--- config.mk ---
export PLATFORM = sky130hd
export DESIGN_NAME = bip_control
export DESIGN_NICKNAME = d
export VERILOG_FILES = /design/src/source/bip_pkg.sv /design/src/source/bip_control.sv
export SDC_FILE = /design/constraint.sdc
export NUM_CORES = 1
export LEC_CHECK = 0
export BUFFER_PORTS_ARGS = -buffer_cell sky130_fd_sc_hd__buf_2
export CORE_MARGIN = 1
export CORE_UTILIZATION = 43
export CTS_BUF_LIST = sky130_fd_sc_hd__clkbuf_8
export DETAILED_ROUTE_END_ITERATION = 7
export HOLD_SLACK_MARGIN = 0.08
export PLACE_DENSITY = 0.84
export SLEW_MARGIN = 10
export SYNTH_ARGS = -nofsm -noshare
export SYNTH_HDL_FRONTEND = slang
export SYNTH_SLANG_ARGS = --single-unit
--- constraint.sdc ---
create_clock -name i_clk -period 2.7 [get_ports i_clk]
set_input_delay 0.54 -clock i_clk [delete_from_list [all_inputs] [get_ports i_clk]]
set_output_delay 0.54 -clock i_clk [all_outputs]
set_load 0.05 [all_outputs]
--- src/source/bip_pkg.sv ---
package bip_pkg;

    ////////////////////////////////////////////////////////////
    // Widths and depths
    ////////////////////////////////////////////////////////////

    // Accumulator and data memory word
    localparam int NB_DATA    = 16;
    // Instruction fields
    localparam int NB_OPCODE  = 5;
    localparam int NB_OPERAND = 11;
    // Same address width for both memories
    localparam int NB_ADDR    = 11;

    // Full address space of each memory
    localparam int PROG_DEPTH = 2048;
    localparam int DATA_DEPTH = 2048;

    ////////////////////////////////////////////////////////////
    // Words and instructions
    ////////////////////////////////////////////////////////////

    typedef logic [NB_DATA-1:0] data_t;
    typedef logic [NB_ADDR-1:0] addr_t;

    // Supported operations, any other code behaves as HLT
    typedef enum logic [NB_OPCODE-1:0] {
        OP_HLT  = 5'd0,
        OP_STO  = 5'd1,
        OP_LD   = 5'd2,
        OP_LDI  = 5'd3,
        OP_ADD  = 5'd4,
        OP_ADDI = 5'd5,
        OP_SUB  = 5'd6,
        OP_SUBI = 5'd7
    } opcode_e;

    // Opcode in the upper bits, operand in the lower bits
    typedef struct packed {
        logic [NB_OPCODE-1:0]  opcode;
        logic [NB_OPERAND-1:0] operand;
    } instr_t;

    ////////////////////////////////////////////////////////////
    // Datapath controls
    ////////////////////////////////////////////////////////////

    // Accumulator source, 2'b11 unused
    typedef enum logic [1:0] {
        SEL_A_MEM = 2'b00,
        SEL_A_IMM = 2'b01,
        SEL_A_ALU = 2'b10
    } sel_a_e;

    // Second ALU operand
    typedef enum logic {
        SEL_B_MEM = 1'b0,
        SEL_B_IMM = 1'b1
    } sel_b_e;

    typedef struct packed {
        sel_a_e sel_a;
        sel_b_e sel_b;
        logic   wr_acc;
        logic   op_sub;
    } dp_ctrl_t;

endpackage

--- src/source/bip_control.sv ---
`timescale 1ns/1ps

module bip_control (
    input  logic              i_clk,
    input  logic              i_rst,
    input  logic              i_start,
    // Word read from program memory at o_pc
    input  bip_pkg::instr_t   i_instr,
    output bip_pkg::addr_t    o_pc,
    // To datapath
    output bip_pkg::dp_ctrl_t o_ctrl,
    output logic              o_clr_acc,
    // Data memory write enable
    output logic              o_wr_ram,
    // Status
    output logic              o_idle,
    output logic              o_running,
    output logic              o_halted
);

    import bip_pkg::*;

    typedef enum logic [1:0] {
        ST_IDLE = 2'b00,
        ST_RUN  = 2'b01,
        ST_HALT = 2'b10
    } state_e;

    state_e   state;
    addr_t    pc;
    logic     start_ok;
    logic     is_halt;
    dp_ctrl_t dec_ctrl;
    logic     dec_wr_ram;

    ////////////////////////////////////////////////////////////
    // Decode
    ////////////////////////////////////////////////////////////

    // Start only accepted when not executing
    assign start_ok = i_start && (state != ST_RUN);

    always_comb begin
        dec_ctrl   = '{sel_a: SEL_A_MEM, sel_b: SEL_B_MEM, wr_acc: 1'b0, op_sub: 1'b0};
        dec_wr_ram = 1'b0;
        is_halt    = 1'b0;
        case (i_instr.opcode)
            OP_STO:  dec_wr_ram = 1'b1;
            OP_LD:   dec_ctrl = '{SEL_A_MEM, SEL_B_MEM, 1'b1, 1'b0};
            OP_LDI:  dec_ctrl = '{SEL_A_IMM, SEL_B_IMM, 1'b1, 1'b0};
            OP_ADD:  dec_ctrl = '{SEL_A_ALU, SEL_B_MEM, 1'b1, 1'b0};
            OP_ADDI: dec_ctrl = '{SEL_A_ALU, SEL_B_IMM, 1'b1, 1'b0};
            OP_SUB:  dec_ctrl = '{SEL_A_ALU, SEL_B_MEM, 1'b1, 1'b1};
            OP_SUBI: dec_ctrl = '{SEL_A_ALU, SEL_B_IMM, 1'b1, 1'b1};
            // HLT and undefined codes
            default: is_halt = 1'b1;
        endcase
    end

    // Side effects only while running
    assign o_ctrl    = (state == ST_RUN) ? dec_ctrl : '0;
    assign o_wr_ram  = (state == ST_RUN) && dec_wr_ram;
    assign o_clr_acc = start_ok;

    ////////////////////////////////////////////////////////////
    // State and PC
    ////////////////////////////////////////////////////////////

    always_ff @(posedge i_clk) begin
        if (!i_rst) begin
            state <= ST_IDLE;
            pc    <= '0;
        end else if (start_ok) begin
            state <= ST_RUN;
            pc    <= '0;
        end else if (state == ST_RUN) begin
            // PC parks on the HLT address
            if (is_halt) begin
                state <= ST_HALT;
            end else begin
                pc <= pc + 1'b1;
            end
        end
    end

    assign o_pc      = pc;
    // Program memory may be loaded outside the run state
    assign o_idle    = (state != ST_RUN);
    assign o_running = (state == ST_RUN);
    assign o_halted  = (state == ST_HALT);

    // PC frozen while halted
    a_pc_frozen : assert property (
        @(posedge i_clk) disable iff (!i_rst)
        (o_halted && !i_start) |=> $stable(o_pc)
    ) else $error("bip_control: PC moved while halted");

    // Data memory written only in a run entered through start
    a_wr_ram_run : assert property (
        @(posedge i_clk) disable iff (!i_rst)
        o_wr_ram |-> ($past(start_ok) || $past(o_running))
    ) else $error("bip_control: data memory write outside run state");

endmodule

Word level (Yosys, flattened, before mapping). Index checks and enable logic that the tools add are counted.

Add/sub/neg operators: 1. Equality and inequality tests: 11. Bitwise operators: 2. Reduce and logical (&&, ||, !) cells: 8. Mux-type cells: 6.

Operator list (count): 5-bit one-hot mux with 6 select lines (1); 5-bit by 3-bit == test with 1-bit output, second input constant (4); 11-bit by 1-bit adder with 11-bit output, second input constant (1); 5-bit by 2-bit == test with 1-bit output, second input constant (2); 7-bit OR reduction (1); 2-bit AND reduction (3); 5-bit by 1-bit == test with 1-bit output, second input constant (1); 5-bit 2-to-1 mux (1); 1-bit 2-to-1 mux (4); 2-bit by 1-bit inequality test with 1-bit output, second input constant (2); 2-bit by 1-bit == test with 1-bit output, second input constant (1); 2-bit == test, second input constant (1); 1-bit logical AND (2); 1-bit inverter (2); 2-bit nonzero test (1); 2-bit OR reduction (1).

Input port bits: 19. Logic and storage cells: 31. Output and inout port bits: 21. Bits in registers: 13.

Logic depth before layout (Yosys ltp).
Depth after elaboration: 5. Mapped depth: 5. Mapped depth without buffers: 5.

Worst setup path before layout. Ideal clock, no wire load.

Path kind: register -> output. From: reg state[1]. To: out o_ctrl[3] (netlist bit). Cell stages (with the launch flop): 5. Arrival: 2.297 ns. Data required time: 2.160 ns. Setup slack: -0.137 ns. Cell sequence: dfxtp_1 -> nand2b_1 -> nor3_1 -> nand2_1 -> nor3b_1.

RTL lines: start: declaration (RTL line bip_control.sv:29) `state_e state;`; start signal: assignment (RTL line bip_control.sv:71) `state <= ST_IDLE;`; start signal: assignment (RTL line bip_control.sv:74) `state <= ST_RUN;`; start signal: assignment (RTL line bip_control.sv:79) `state <= ST_HALT;`; end: declaration (RTL line bip_control.sv:11) `output bip_pkg::dp_ctrl_t o_ctrl,`.

==> results_dict.tcl <==
set metrics [dict create \
    die_w_um 40.83 \
    place_congestion 0.7993 \
    drtIter0Drc 20 \
    cts-root-buf "clkbuf_8" \
    critPathArrivalTime_ns 1.74 \
    synth_nets 101 \
    crit_path_top_delay_cell "or4b_1" \
    cts-buffers-inserted 3 \
    drv_slew 0 \
    num_io_pins 40 \
    max_freq_ghz 0.4389 \
    synth_seq_area_share_pct 40.15 \
    synth.largest_area_cell "dfxtp_1" \
    hold_viol 0 \
    leakage_nw 0.3783 \
    cts_max_path_buffers 2 \
    syn_avg_cell_area_um2 8.002 \
    worstReg2RegEnd "o_pc[9]" \
    grt_pass1_vias 480 \
    fin_cells 129 \
    fin_hold_ws_ns 0.4811 \
    grt_usage_pct 19.39 \
    dp_hpwl_um 999.4 \
    yosysUniqueCellTypes 23 \
    antenna_found_initial 0 \
    n_antenna_cell 0 \
    end_kind "output port" \
    synthTopCellsByArea "dfxtp_1 (40%), xnor2_1 (9.5%), nor2_1 (7.5%)" \
    p_int_w 0.0003118 \
    ys_warn_count 0 \
    fin_skew_ns 0.002519 \
    max-vdd-ir-drop_mv 0.3255 \
    clkTransAtPathRegs_ns 0.06 \
    setup_violations 0 \
    finalWirelength_mm 1.465 \
    dr.pass1.iters 4 \
    period_needed_ns 2.278 \
    postLayoutCoreUtil_pct 64.41 \
    core-area_um2 1350 \
    critical_path.top_delay_family "simple AND/OR/NAND/NOR gates" \
    antenna_left 0 \
    pwr-share-comb_pct 14.2 \
    status "finished, final reports clean" \
    critical_path_class "input pin to output port" \
    stdcell_area_um2 869.6 \
    wl_per_cell_um 11.36 \
    maxSlewHeadroom_pct 60.66 \
    tightest_slew_ns 0.5846 \
    use_met2_pct 27.34 \
    cts-resized-gates 0 \
    swShare_pct 26.83 \
    power_frac_seq_pct 46.3 \
    io_buffers 28 \
    htree_levels 1 \
    die_area_um2 1667 \
    crit_cells 5 \
    area_delta_synth_final_pct 34.17 \
    synth_top_cell_area_share_pct 40.15 \
    p_per_area_nw_per_um2 490.0 \
    startpoint "i_instr[14]" \
    start_util_pct 48.01 \
    tritoncts "built" \
    drv_cap 0 \
    required_ns 2.16 \
    r2r-start "state[0]" \
    placed_cell_area_um2 824.5 \
    hold_path_class "flip-flop to flip-flop" \
    grt_max_degree 13 \
    layout_common_cells "buf_2 (28), nor2_1 (13), dfxtp_1 (13), xnor2_1 (7)" \
    rows 13 \
    layout-drive-gt1-share_pct 33.33 \
    p_sw_w 0.0001143 \
    slowest_delay_ns 0.54 \
    synth_cells 81 \
    grt_busiest_layer "met2" \
    place_inst 125 \
    final_common_cell "buf_2" \
    grt-ovfl-total 0 \
    clkSinkCount 13 \
    cts_setup_buffers 0 \
    post-route-period-util_pct 84.38 \
    cpMostUsedCell "buf_2" \
    clkPwrFrac_pct 39.5 \
    met3_usage_pct 3.261 \
    holdBufCountCts 0 \
    clock_latency_ns 0.24 \
    grt_pass1_wl_mm 2.049 \
    r2r_setup_slack_ns 0.69 \
    crit_path_start_kind "input pin" \
    drt-vias-per-instance 5.194 \
    rsz0062_at_grt "false" \
    endpoint "o_ctrl[1]" \
    crit_chain "buf_2, or4b_1, buf_4, nor2_1, buf_2" \
    fin_tns_setup_ns 0 \
    routed-via-count 670 \
    ys_ff_latch 13 \
    use_met1_pct 25.41 \
    syn-cell-area_um2 648.1 \
    r2r_cells 5 \
    drcViolationCount 0 \
    nets 135 \
    cp_max_fo 9 \
    crit_buf_inv 3 \
    die_h_um 40.83 \
]
[cell families (layout without fill, tap and decap cells)]
logic type	Yosys count	count (layout)	share of synthesized area, %
AND/OR/NAND/NOR	41	41	33.40
flip-flops	13	13	40.15
AO/OA/AOI/OAI	12	12	9.845
XOR/XNOR	7	7	9.460
buffers and inverters	7	40	5.212
adder cells (fa/ha/maj)	1	1	1.930
[worst register-to-register path, delay by kind of cell (launching register included)]
| family | cells | cell delay (ns) |
|---|---|---|
| compound gates | 2 | 0.28 |
| simple gates | 2 | 1.04 |
| flops | 1 | 0.39 |
| buf+inv | 1 | 0.19 |
[power groups by stage]
stage,Sequential [W],Combinational (W),Clock (W)
after floorplan,0.000202,0.0000405,0
after global placement,0.000201,0.0000596,0
after detailed placement,0.000201,0.0000603,0
after CTS,0.000197,0.0000605,0.000176
after global routing,0.000197,0.0000650,0.000184
final,0.000197,0.0000605,0.000169
[routing by layer]
layer  up-vias  part of all wire [%]
met1       299                    47
met2        21                    48
li1        346                     -
met5         -                     0
met4         0                   1.6
met3         4                   4.0
[final cells by class]
| class | count | area [µm²] |
|---|---|---|
| fillers | 126 | 480.5 |
| multi-input cells | 61 | 364.1 |
| flip-flops and latches | 13 | 260.3 |
| repair buffers | 31 | 162.7 |
| clock buffers | 3 | 41.29 |
| inverters | 5 | 18.77 |
| well taps | 15 | 18.77 |
| clock inverters | 1 | 3.754 |
[Yosys cell counts (all sizes together)]
cell type   n
a21oi       6
a31o        1
and2        1
and3        1
buf         1
clkbuf      1
dfxtp      13
ha          1
inv         5
nand2       4
nand2b      1
nand3       3
nand4       2
nor2       13
nor2b       1
nor3        4
nor3b       2
nor4        4
o21ai       5
or3         3
or4         1
or4b        1
xnor2       7
[worst min path at each step]
stage / from / to / slack [ns] / cells past startpoint
2_1_floorplan: state[1] / state[1] / 0.46 / 2
3_3_place_gp: o_pc[10] / o_pc[10] / 0.46 / 2
3_5_place_dp: o_pc[10] / o_pc[10] / 0.48 / 2
4_1_cts: o_pc[10] / o_pc[10] / 0.49 / 2
5_1_grt: state[1] / state[1] / 0.55 / 2
6_report: o_pc[10] / o_pc[10] / 0.48 / 2
[metrics by stage]
step                      power [W]  setup WS (ns)
after detailed placement  0.0002614         0.3730
after global placement    0.0002606         0.4037
after global routing      0.0004460         0.3802
final                     0.0004261         0.4218
after floorplan           0.0002423         0.2124
after CTS                 0.0004332         0.4244
[flip-flops by register name (all words and copies together) (netlist names)]
name and flops:
state 2, o_pc 11
Note: power is estimated with default switching activity, not from simulation.
