**config.mk**
```make
export PLATFORM = sky130hd
export DESIGN_NAME = bip_datapath
export DESIGN_NICKNAME = d
export VERILOG_FILES = /design/src/source/bip_pkg.sv /design/src/source/bip_datapath.sv
export SDC_FILE = /design/constraint.sdc
export NUM_CORES = 1
export LEC_CHECK = 0
export BUFFER_PORTS_ARGS = -buffer_cell sky130_fd_sc_hd__buf_2
export CAP_MARGIN = 30
export CORE_MARGIN = 2
export CORE_UTILIZATION = 43
export DETAILED_ROUTE_END_ITERATION = 7
export GPL_ROUTABILITY_DRIVEN = 0
export HOLD_SLACK_MARGIN = 0.05
export PLACE_DENSITY_LB_ADDON = 0.08
export REMOVE_ABC_BUFFERS = 1
export SYNTH_ARGS = -nofsm -noshare
export SYNTH_HDL_FRONTEND = slang
export SYNTH_SLANG_ARGS = --single-unit
```
**constraint.sdc**
```tcl
create_clock -name i_clk -period 3.9 [get_ports i_clk]
set_clock_uncertainty 0.1 [all_clocks]
set_input_delay 0.585 -clock i_clk [delete_from_list [all_inputs] [get_ports i_clk]]
set_output_delay 0.585 -clock i_clk [all_outputs]
set_load 0.02 [all_outputs]
```
**src/source/bip_pkg.sv**
```systemverilog
package bip_pkg;

    ////////////////////////////////////////////////////////////
    // Widths and depths
    ////////////////////////////////////////////////////////////

    // Accumulator and data memory word
    localparam int NB_DATA    = 16;
    // Instruction fields
    localparam int NB_OPCODE  = 5;
    localparam int NB_OPERAND = 11;
    // Same address width for both memories
    localparam int NB_ADDR    = 11;

    // Full address space of each memory
    localparam int PROG_DEPTH = 2048;
    localparam int DATA_DEPTH = 2048;

    ////////////////////////////////////////////////////////////
    // Words and instructions
    ////////////////////////////////////////////////////////////

    typedef logic [NB_DATA-1:0] data_t;
    typedef logic [NB_ADDR-1:0] addr_t;

    // Supported operations, any other code behaves as HLT
    typedef enum logic [NB_OPCODE-1:0] {
        OP_HLT  = 5'd0,
        OP_STO  = 5'd1,
        OP_LD   = 5'd2,
        OP_LDI  = 5'd3,
        OP_ADD  = 5'd4,
        OP_ADDI = 5'd5,
        OP_SUB  = 5'd6,
        OP_SUBI = 5'd7
    } opcode_e;

    // Opcode in the upper bits, operand in the lower bits
    typedef struct packed {
        logic [NB_OPCODE-1:0]  opcode;
        logic [NB_OPERAND-1:0] operand;
    } instr_t;

    ////////////////////////////////////////////////////////////
    // Datapath controls
    ////////////////////////////////////////////////////////////

    // Accumulator source, 2'b11 unused
    typedef enum logic [1:0] {
        SEL_A_MEM = 2'b00,
        SEL_A_IMM = 2'b01,
        SEL_A_ALU = 2'b10
    } sel_a_e;

    // Second ALU operand
    typedef enum logic {
        SEL_B_MEM = 1'b0,
        SEL_B_IMM = 1'b1
    } sel_b_e;

    typedef struct packed {
        sel_a_e sel_a;
        sel_b_e sel_b;
        logic   wr_acc;
        logic   op_sub;
    } dp_ctrl_t;

endpackage

```
**src/source/bip_datapath.sv**
```systemverilog
`timescale 1ns/1ps

module bip_datapath (
    input  logic              i_clk,
    input  logic              i_rst,
    // From control
    input  bip_pkg::dp_ctrl_t i_ctrl,
    input  logic              i_clr_acc,
    // Fetched instruction
    input  bip_pkg::instr_t   i_instr,
    // Data memory read word
    input  bip_pkg::data_t    i_data_memory,
    // Data memory address and write word
    output bip_pkg::addr_t    o_addr,
    output bip_pkg::data_t    o_data_memory,
    output bip_pkg::data_t    o_acc
);

    import bip_pkg::*;

    data_t imm_ext;
    data_t mux_a_out;
    data_t mux_b_out;
    data_t alu_out;
    data_t acc;

    ////////////////////////////////////////////////////////////
    // Operand handling
    ////////////////////////////////////////////////////////////

    // Sign extension of the 11 bit operand
    assign imm_ext = {{(NB_DATA-NB_OPERAND){i_instr.operand[NB_OPERAND-1]}}, i_instr.operand};

    // Second operand, memory word or immediate
    assign mux_b_out = (i_ctrl.sel_b == SEL_B_IMM) ? imm_ext : i_data_memory;

    // Add or subtract, wraps modulo 2^16
    assign alu_out = i_ctrl.op_sub ? (acc - mux_b_out) : (acc + mux_b_out);

    // Accumulator source
    always_comb begin
        case (i_ctrl.sel_a)
            SEL_A_MEM: mux_a_out = i_data_memory;
            SEL_A_IMM: mux_a_out = imm_ext;
            SEL_A_ALU: mux_a_out = alu_out;
            default:   mux_a_out = '0;
        endcase
    end

    ////////////////////////////////////////////////////////////
    // Accumulator
    ////////////////////////////////////////////////////////////

    // Rising edge, clear on start has priority over a write
    always_ff @(posedge i_clk) begin
        if (!i_rst) begin
            acc <= '0;
        end else if (i_clr_acc) begin
            acc <= '0;
        end else if (i_ctrl.wr_acc) begin
            acc <= mux_a_out;
        end
    end

    // Operand doubles as the direct data address
    assign o_addr        = i_instr.operand;
    assign o_data_memory = acc;
    assign o_acc         = acc;

    // Decoder must never pick the spare source for a write
    a_sel_a_legal : assert property (
        @(posedge i_clk) disable iff (!i_rst)
        i_ctrl.wr_acc |-> (i_ctrl.sel_a != 2'b11)
    ) else $error("bip_datapath: accumulator written from unused source");

endmodule

```
## After elaboration in Yosys (flattened, before gate mapping)

Cells that the tools add are included.

| cells by class | value |
|---|---|
| multipliers | 0 |
| div/mod/pow operators | 0 |
| equal/unequal tests | 2 |
| bitwise logic cells | 1 |
| add/sub/neg operators | 2 |
| mux-type cells | 3 |
| shift-type cells | 0 |
| reduce and logical (&&, ||, !) cells | 2 |
| order comparisons | 0 |

Operators by type and width:

| operator | count |
|---|---|
| case mux 16 bit (3 select lines) | 1 |
| 2-to-1 mux 16 bit | 2 |
| adder 16 bit | 1 |
| subtractor 16 bit | 1 |
| equality test 2 x 1 -> 1 bit, second input constant | 1 |
| equality test 2 bit, second input constant | 1 |
| zero test 2 bit | 1 |
| OR reduction 2 bit | 1 |
| NOT 1 bit | 1 |

| storage, ports and cells | value |
|---|---|
| RAM bits | 0 |
| word-level logic and storage cells | 11 |
| memories | 0 |
| bits in latches | 0 |
| ROM bits | 0 |
| output and inout port bits | 43 |
| register bits after elaboration | 16 |

## Longest topological paths before layout

| depth | value |
|---|---|
| depth in word-level cells | 4 |
| mapped depth | 17 |
| mapped depth without buffers | 14 |

## Worst setup path before layout

No wires, ideal clock.

| timing path | value |
|---|---|
| kind | input -> register |
| start point | in i_ctrl[2] (netlist bit) |
| end point | reg acc[13], in the netlist o_acc[13] |
| buffers on the path | 3 |
| setup time | 0.075 ns |
| slack | 0.163 ns |
| arrival time | 3.562 ns |
| cell stages on the path | 15 |
| required time | 3.725 ns |
| cells stage by stage | buf_4 buf_2 buf_1 mux2i_1 ha_1 o21a_1 nor2_1 xor2_1 ha_1 o2111ai_1 a31o_2 o311ai_2 a31oi_1 xor2_1 o21ai_0 |

| on the way | value |
|---|---|
| word-level cells in the longest chain between the ends | 4 |

Ends and longest elaborated chain:

| what | line | source |
|---|---|---|
| start, declared | bip_datapath.sv:7 | `input bip_pkg::dp_ctrl_t i_ctrl,` |
| 2-to-1 mux 16 bit (*) | bip_datapath.sv:35 | `assign mux_b_out = (i_ctrl.sel_b == SEL_B_IMM) ? imm_ext : i_data_memory;` |
| adder 16 bit or subtractor 16 bit (tied branches) | bip_datapath.sv:38 | `assign alu_out = i_ctrl.op_sub ? (acc - mux_b_out) : (acc + mux_b_out);` |
| 2-to-1 mux 16 bit (*) | bip_datapath.sv:38 |  |
| case mux 16 bit (3 select lines) (*) | bip_datapath.sv:42 | `case (i_ctrl.sel_a)` |
| end signal, assigned | bip_datapath.sv:61 | `acc <= mux_a_out;` |
| end, declared | bip_datapath.sv:25 | `data_t acc;` |

Mark *: on every way between the ends. The rest lies on a longest branch, timed or not.
A chain may end at the register's enable or synchronous reset.

## Worst setup path after layout

| timing path | value |
|---|---|
| start point | in i_ctrl[2] (netlist bit) |
| end point | reg acc[14], in the netlist o_acc[14] |

Same word-level chain as after synthesis.

==> run_summary.xml <==
<?xml version="1.0" encoding="UTF-8"?>
<metrics>
  <group name="cts">
    <metric name="clkSinkCount" unit="">16</metric>
    <metric name="h_tree_levels" unit="">1</metric>
    <metric name="cts_setup_buffers" unit="">0</metric>
    <metric name="holdBufCountCts" unit="">0</metric>
    <metric name="path_clk_slew" unit="ns">0.08</metric>
    <metric name="worst_skew_pair_latency" unit="ns">0.26</metric>
    <metric name="cts_inserted_buffers" unit="">3</metric>
    <metric name="cts_tree" unit="">yes</metric>
    <metric name="cts.path.max_buffers" unit="">2</metric>
    <metric name="cts-root-buf" unit="">sky130_fd_sc_hd__clkbuf_8</metric>
    <metric name="ctsResizeCount" unit="">0</metric>
  </group>
  <group name="finish">
    <metric name="final.fill_count" unit="">562</metric>
    <metric name="antenna_cells_inserted" unit="">0</metric>
    <metric name="finalNonFillerCells" unit="">434</metric>
    <metric name="largest_register_ff_count" unit="">16</metric>
    <metric name="finish.net_count" unit="">420</metric>
    <metric name="post_layout_inst_area" unit="um^2">2710</metric>
    <metric name="flow.area_growth_from_synthesis" unit="%">12.5</metric>
    <metric name="drive_above_1_share" unit="">0.268</metric>
  </group>
  <group name="routing">
    <metric name="postRouteWirelength" unit="um">6500</metric>
    <metric name="drt_iter0_markers" unit="">80</metric>
    <metric name="detail_route.first_pass.iterations" unit="">5</metric>
    <metric name="drcViolationCount" unit="">0</metric>
    <metric name="vias_per_cell" unit="">5.46</metric>
    <metric name="route.detailed.wl_per_inst" unit="um">15.0</metric>
    <metric name="via_count" unit="">2371</metric>
    <metric name="ant_nets" unit="">0</metric>
  </group>
  <group name="hold_path">
    <metric name="worst_hold_path_type" unit="">reg -&gt; reg</metric>
  </group>
  <group name="sta">
    <metric name="fin_tns_setup" unit="ns">0</metric>
    <metric name="timing.fmax" unit="GHz">0.287</metric>
    <metric name="timing.final.max_slew_violations" unit="">0</metric>
    <metric name="relSlewSlack" unit="">0.602</metric>
    <metric name="final_hold_viol_count" unit="">0</metric>
    <metric name="report.final.setup_viol" unit="">0</metric>
    <metric name="grt_setup_unrepaired" unit="">false</metric>
    <metric name="worst_pin_slew" unit="ns">0.596</metric>
    <metric name="final_period_minus_worst_setup_slack" unit="ns">3.49</metric>
    <metric name="period_share" unit="">0.894</metric>
  </group>
  <group name="placed_design">
    <metric name="placedInstanceArea" unit="um^2">2650</metric>
    <metric name="post-place-cells" unit="">430</metric>
    <metric name="dp.final_hpwl" unit="um">5080</metric>
    <metric name="numPortBuffers" unit="">77</metric>
  </group>
  <group name="grt">
    <metric name="grt_max_degree" unit="">30</metric>
    <metric name="grt_util_all_layers" unit="">0.214</metric>
    <metric name="grt_first_pass_wirelength" unit="um">10600</metric>
    <metric name="initial_antenna_violation_count" unit="">0</metric>
    <metric name="final_global_route_overflow_total" unit="">0</metric>
    <metric name="first_global_vias" unit="">2173</metric>
  </group>
  <group name="logic_synthesis">
    <metric name="synth_largest_area_cell" unit="">sky130_fd_sc_hd__dfxtp_1</metric>
    <metric name="yosys_register_bits" unit="">16</metric>
    <metric name="share_of_the_synthesized_area_in_the_top_cell_type" unit="">0.133</metric>
    <metric name="synth_edf_count" unit="">0</metric>
    <metric name="syn-instance-count" unit="">318</metric>
    <metric name="synth-seq-area-share" unit="">0.133</metric>
    <metric name="synth.avg_cell_area" unit="um^2">7.57</metric>
    <metric name="yosys-top-cells-area" unit="">sky130_fd_sc_hd__dfxtp_1 13%, sky130_fd_sc_hd__buf_4 8.7%, sky130_fd_sc_hd__mux2i_1 8.7%, sky130_fd_sc_hd__ha_1 8.3%, sky130_fd_sc_hd__o21ai_0 5.6%</metric>
    <metric name="synth-warning-count" unit="">0</metric>
    <metric name="post_synth_num_cell_types" unit="">55</metric>
    <metric name="async_reset_ff_frac" unit="">0</metric>
    <metric name="most_used_flip_flop_cell_after_synthesis" unit="">sky130_fd_sc_hd__dfxtp_1</metric>
    <metric name="cell_area_after_synthesis" unit="um^2">2410</metric>
  </group>
  <group name="die">
    <metric name="core.rowCount" unit="">27</metric>
    <metric name="fp.dieH" unit="um">78.8</metric>
    <metric name="initial_core_util" unit="">0.442</metric>
    <metric name="ioPinCount" unit="">83</metric>
    <metric name="core_region_area" unit="um^2">5440</metric>
    <metric name="die_area" unit="um^2">6210</metric>
    <metric name="die_x" unit="um">78.8</metric>
  </group>
  <group name="critical_path">
    <metric name="cp_data_required_time" unit="ns">3.94</metric>
    <metric name="path_delay_family" unit="">compound AO/OA/AOI/OAI gates</metric>
    <metric name="worstPathBufferInverterCount" unit="">1</metric>
    <metric name="path_cells" unit="">buf_2, or3b_4, a2bb2oi_4, nor3b_4, a21oi_1, xor2_1, a21boi_1, ha_1, and4_1, a221oi_1, a21oi_1, nand2_1, o211ai_1</metric>
    <metric name="endpoint_kind" unit="">flop</metric>
    <metric name="critical-path-slowest-cell" unit="">sky130_fd_sc_hd__or3b_4</metric>
    <metric name="crit_path_most_repeated_cell" unit="">sky130_fd_sc_hd__a21oi_1</metric>
    <metric name="max_stage_delay" unit="ns">0.45</metric>
    <metric name="worst-path-max-fanout" unit="">16</metric>
    <metric name="worst_ep_arrival_time" unit="ns">3.52</metric>
    <metric name="start_to_end_type_of_the_worst_setup_path" unit="">in -&gt; reg</metric>
    <metric name="worstSetupStartpointType" unit="">input pin</metric>
  </group>
  <group name="power_and_ir_drop">
    <metric name="power.static_leakage" unit="nW">1.30</metric>
    <metric name="power_density" unit="nW/um^2">239</metric>
    <metric name="comb_power_share" unit="">0.479</metric>
    <metric name="share_seq_of_total_power" unit="">0.274</metric>
    <metric name="power.ir.vdd_worst" unit="uV">142</metric>
    <metric name="clkPwrFrac" unit="">0.247</metric>
    <metric name="power_switching_share" unit="">0.400</metric>
    <metric name="intPower" unit="uW">389</metric>
    <metric name="p_sw" unit="uW">259</metric>
  </group>
  <group name="run">
    <metric name="max-cap-violations" unit="">0</metric>
  </group>
  <group name="outcome">
    <metric name="run_status" unit="">finished clean</metric>
  </group>
</metrics>
[worst register-to-register path, cell delays in order, from the launching register on]
cell,delay (ns)
sky130_fd_sc_hd__dfxtp_1,0.37
sky130_fd_sc_hd__inv_1,0.06
sky130_fd_sc_hd__ha_1,0.22
sky130_fd_sc_hd__fa_1,0.40
sky130_fd_sc_hd__nor2b_1,0.16
sky130_fd_sc_hd__o211ai_1,0.13
sky130_fd_sc_hd__a32oi_1,0.29
sky130_fd_sc_hd__a221oi_1,0.18
sky130_fd_sc_hd__a21oi_1,0.25
sky130_fd_sc_hd__o211ai_1,0.13
[cells by family (layout without fill, tap and decap cells)]
group	count (synthesis)	in the layout	synth area share
buffers and inverters	58	102	0.135
flip-flops	16	16	0.133
adder cells (fa/ha/maj)	17	17	0.0915
AND/OR/NAND/NOR	84	84	0.196
XOR/XNOR	24	24	0.0905
multiplexers	24	24	0.101
AO/OA/AOI/OAI	95	95	0.253
[final cells by class]
class                           count  area (um^2)  share of cell area
Timing Repair Buffer               81          415               0.153
Multi-Input combinational cell    244         1760               0.651
Inverter                           17         63.8              0.0236
Sequential cell                    16          320               0.118
Tap cell                           72         90.1              0.0333
Clock buffer                        4         55.1              0.0203
[per-stage QoR]
stage,power [mW],setup WS (ns),util,hold slack (ns)
3_3_place_gp,0.490,0.141,0.487,0.410
2_1_floorplan,0.378,0.828,-,0.565
4_1_cts,0.654,0.418,0.498,0.436
5_1_grt,0.696,0.172,0.498,0.484
3_5_place_dp,0.490,0.142,0.487,0.423
6_report,0.648,0.414,0.498,0.430
[synthesized netlist by cell type, drive strengths merged, types with 2 or more instances]
cell and count:
a211oi 2, a21boi 3, a21o 3, a21oi 24, a22oi 2, a31oi 5
buf 34, clkbuf 7, dfxtp 16, ha 16, inv 17, mux2 3
mux2i 21, nand2 13, nand2b 11, nand3 2, nand3b 5, nand4 2
nand4b 2, nor2 21, nor2b 9, nor3 9, nor3b 3, o211ai 3
o21a 3, o21ai 31, o221ai 4, o22ai 4, o311ai 2, o31ai 3
or3 2, xnor2 10, xor2 14
[power groups by stage]
stage / sequential (mW) / clock (mW) / combinational [mW]
after floorplan: 0.197 / 0 / 0.181
after global placement: 0.181 / 0 / 0.309
after detailed placement: 0.181 / 0 / 0.309
after CTS: 0.177 / 0.165 / 0.311
after global routing: 0.179 / 0.173 / 0.345
final: 0.177 / 0.160 / 0.311
[layer usage]
layer | routed length, um | GRT usage | part of all wire | vias up
met4 | 52 | 0.0404 | 0.0080 | 0
met2 | 3120 | 0.390 | 0.48 | 67
met1 | 3030 | 0.272 | 0.47 | 1095
met3 | 302 | 0.0250 | 0.046 | 4
met5 | 0 | 0 | 0 | -
li1 | - | - | - | 1205
[placed cells by master (no fill, tap or decap), types with 13 or more instances in the layout]
master,Yosys,final
sky130_fd_sc_hd__buf_2,1,77
sky130_fd_sc_hd__o21ai_0,27,27
sky130_fd_sc_hd__a21oi_1,23,23
sky130_fd_sc_hd__mux2i_1,21,21
sky130_fd_sc_hd__nor2_1,21,21
sky130_fd_sc_hd__inv_1,17,17
sky130_fd_sc_hd__ha_1,16,16
sky130_fd_sc_hd__dfxtp_1,16,16
sky130_fd_sc_hd__xor2_1,14,14
sky130_fd_sc_hd__nand2_1,13,13
[final timing paths]
check,startpoint,to,slack (ns),cells after the start
worst max register to register,o_acc[0]$_SDFFE_PP0P_,o_acc[14]$_SDFFE_PP0P_,1.48,9
worst min-delay path,o_acc[11]$_SDFFE_PP0P_,o_acc[11]$_SDFFE_PP0P_,0.43,2
worst max-delay path,i_ctrl[2],o_acc[14]$_SDFFE_PP0P_,0.41,13
worst min register to register,o_acc[11]$_SDFFE_PP0P_,o_acc[11]$_SDFFE_PP0P_,0.43,2
Power figures use the tool's default switching activity.
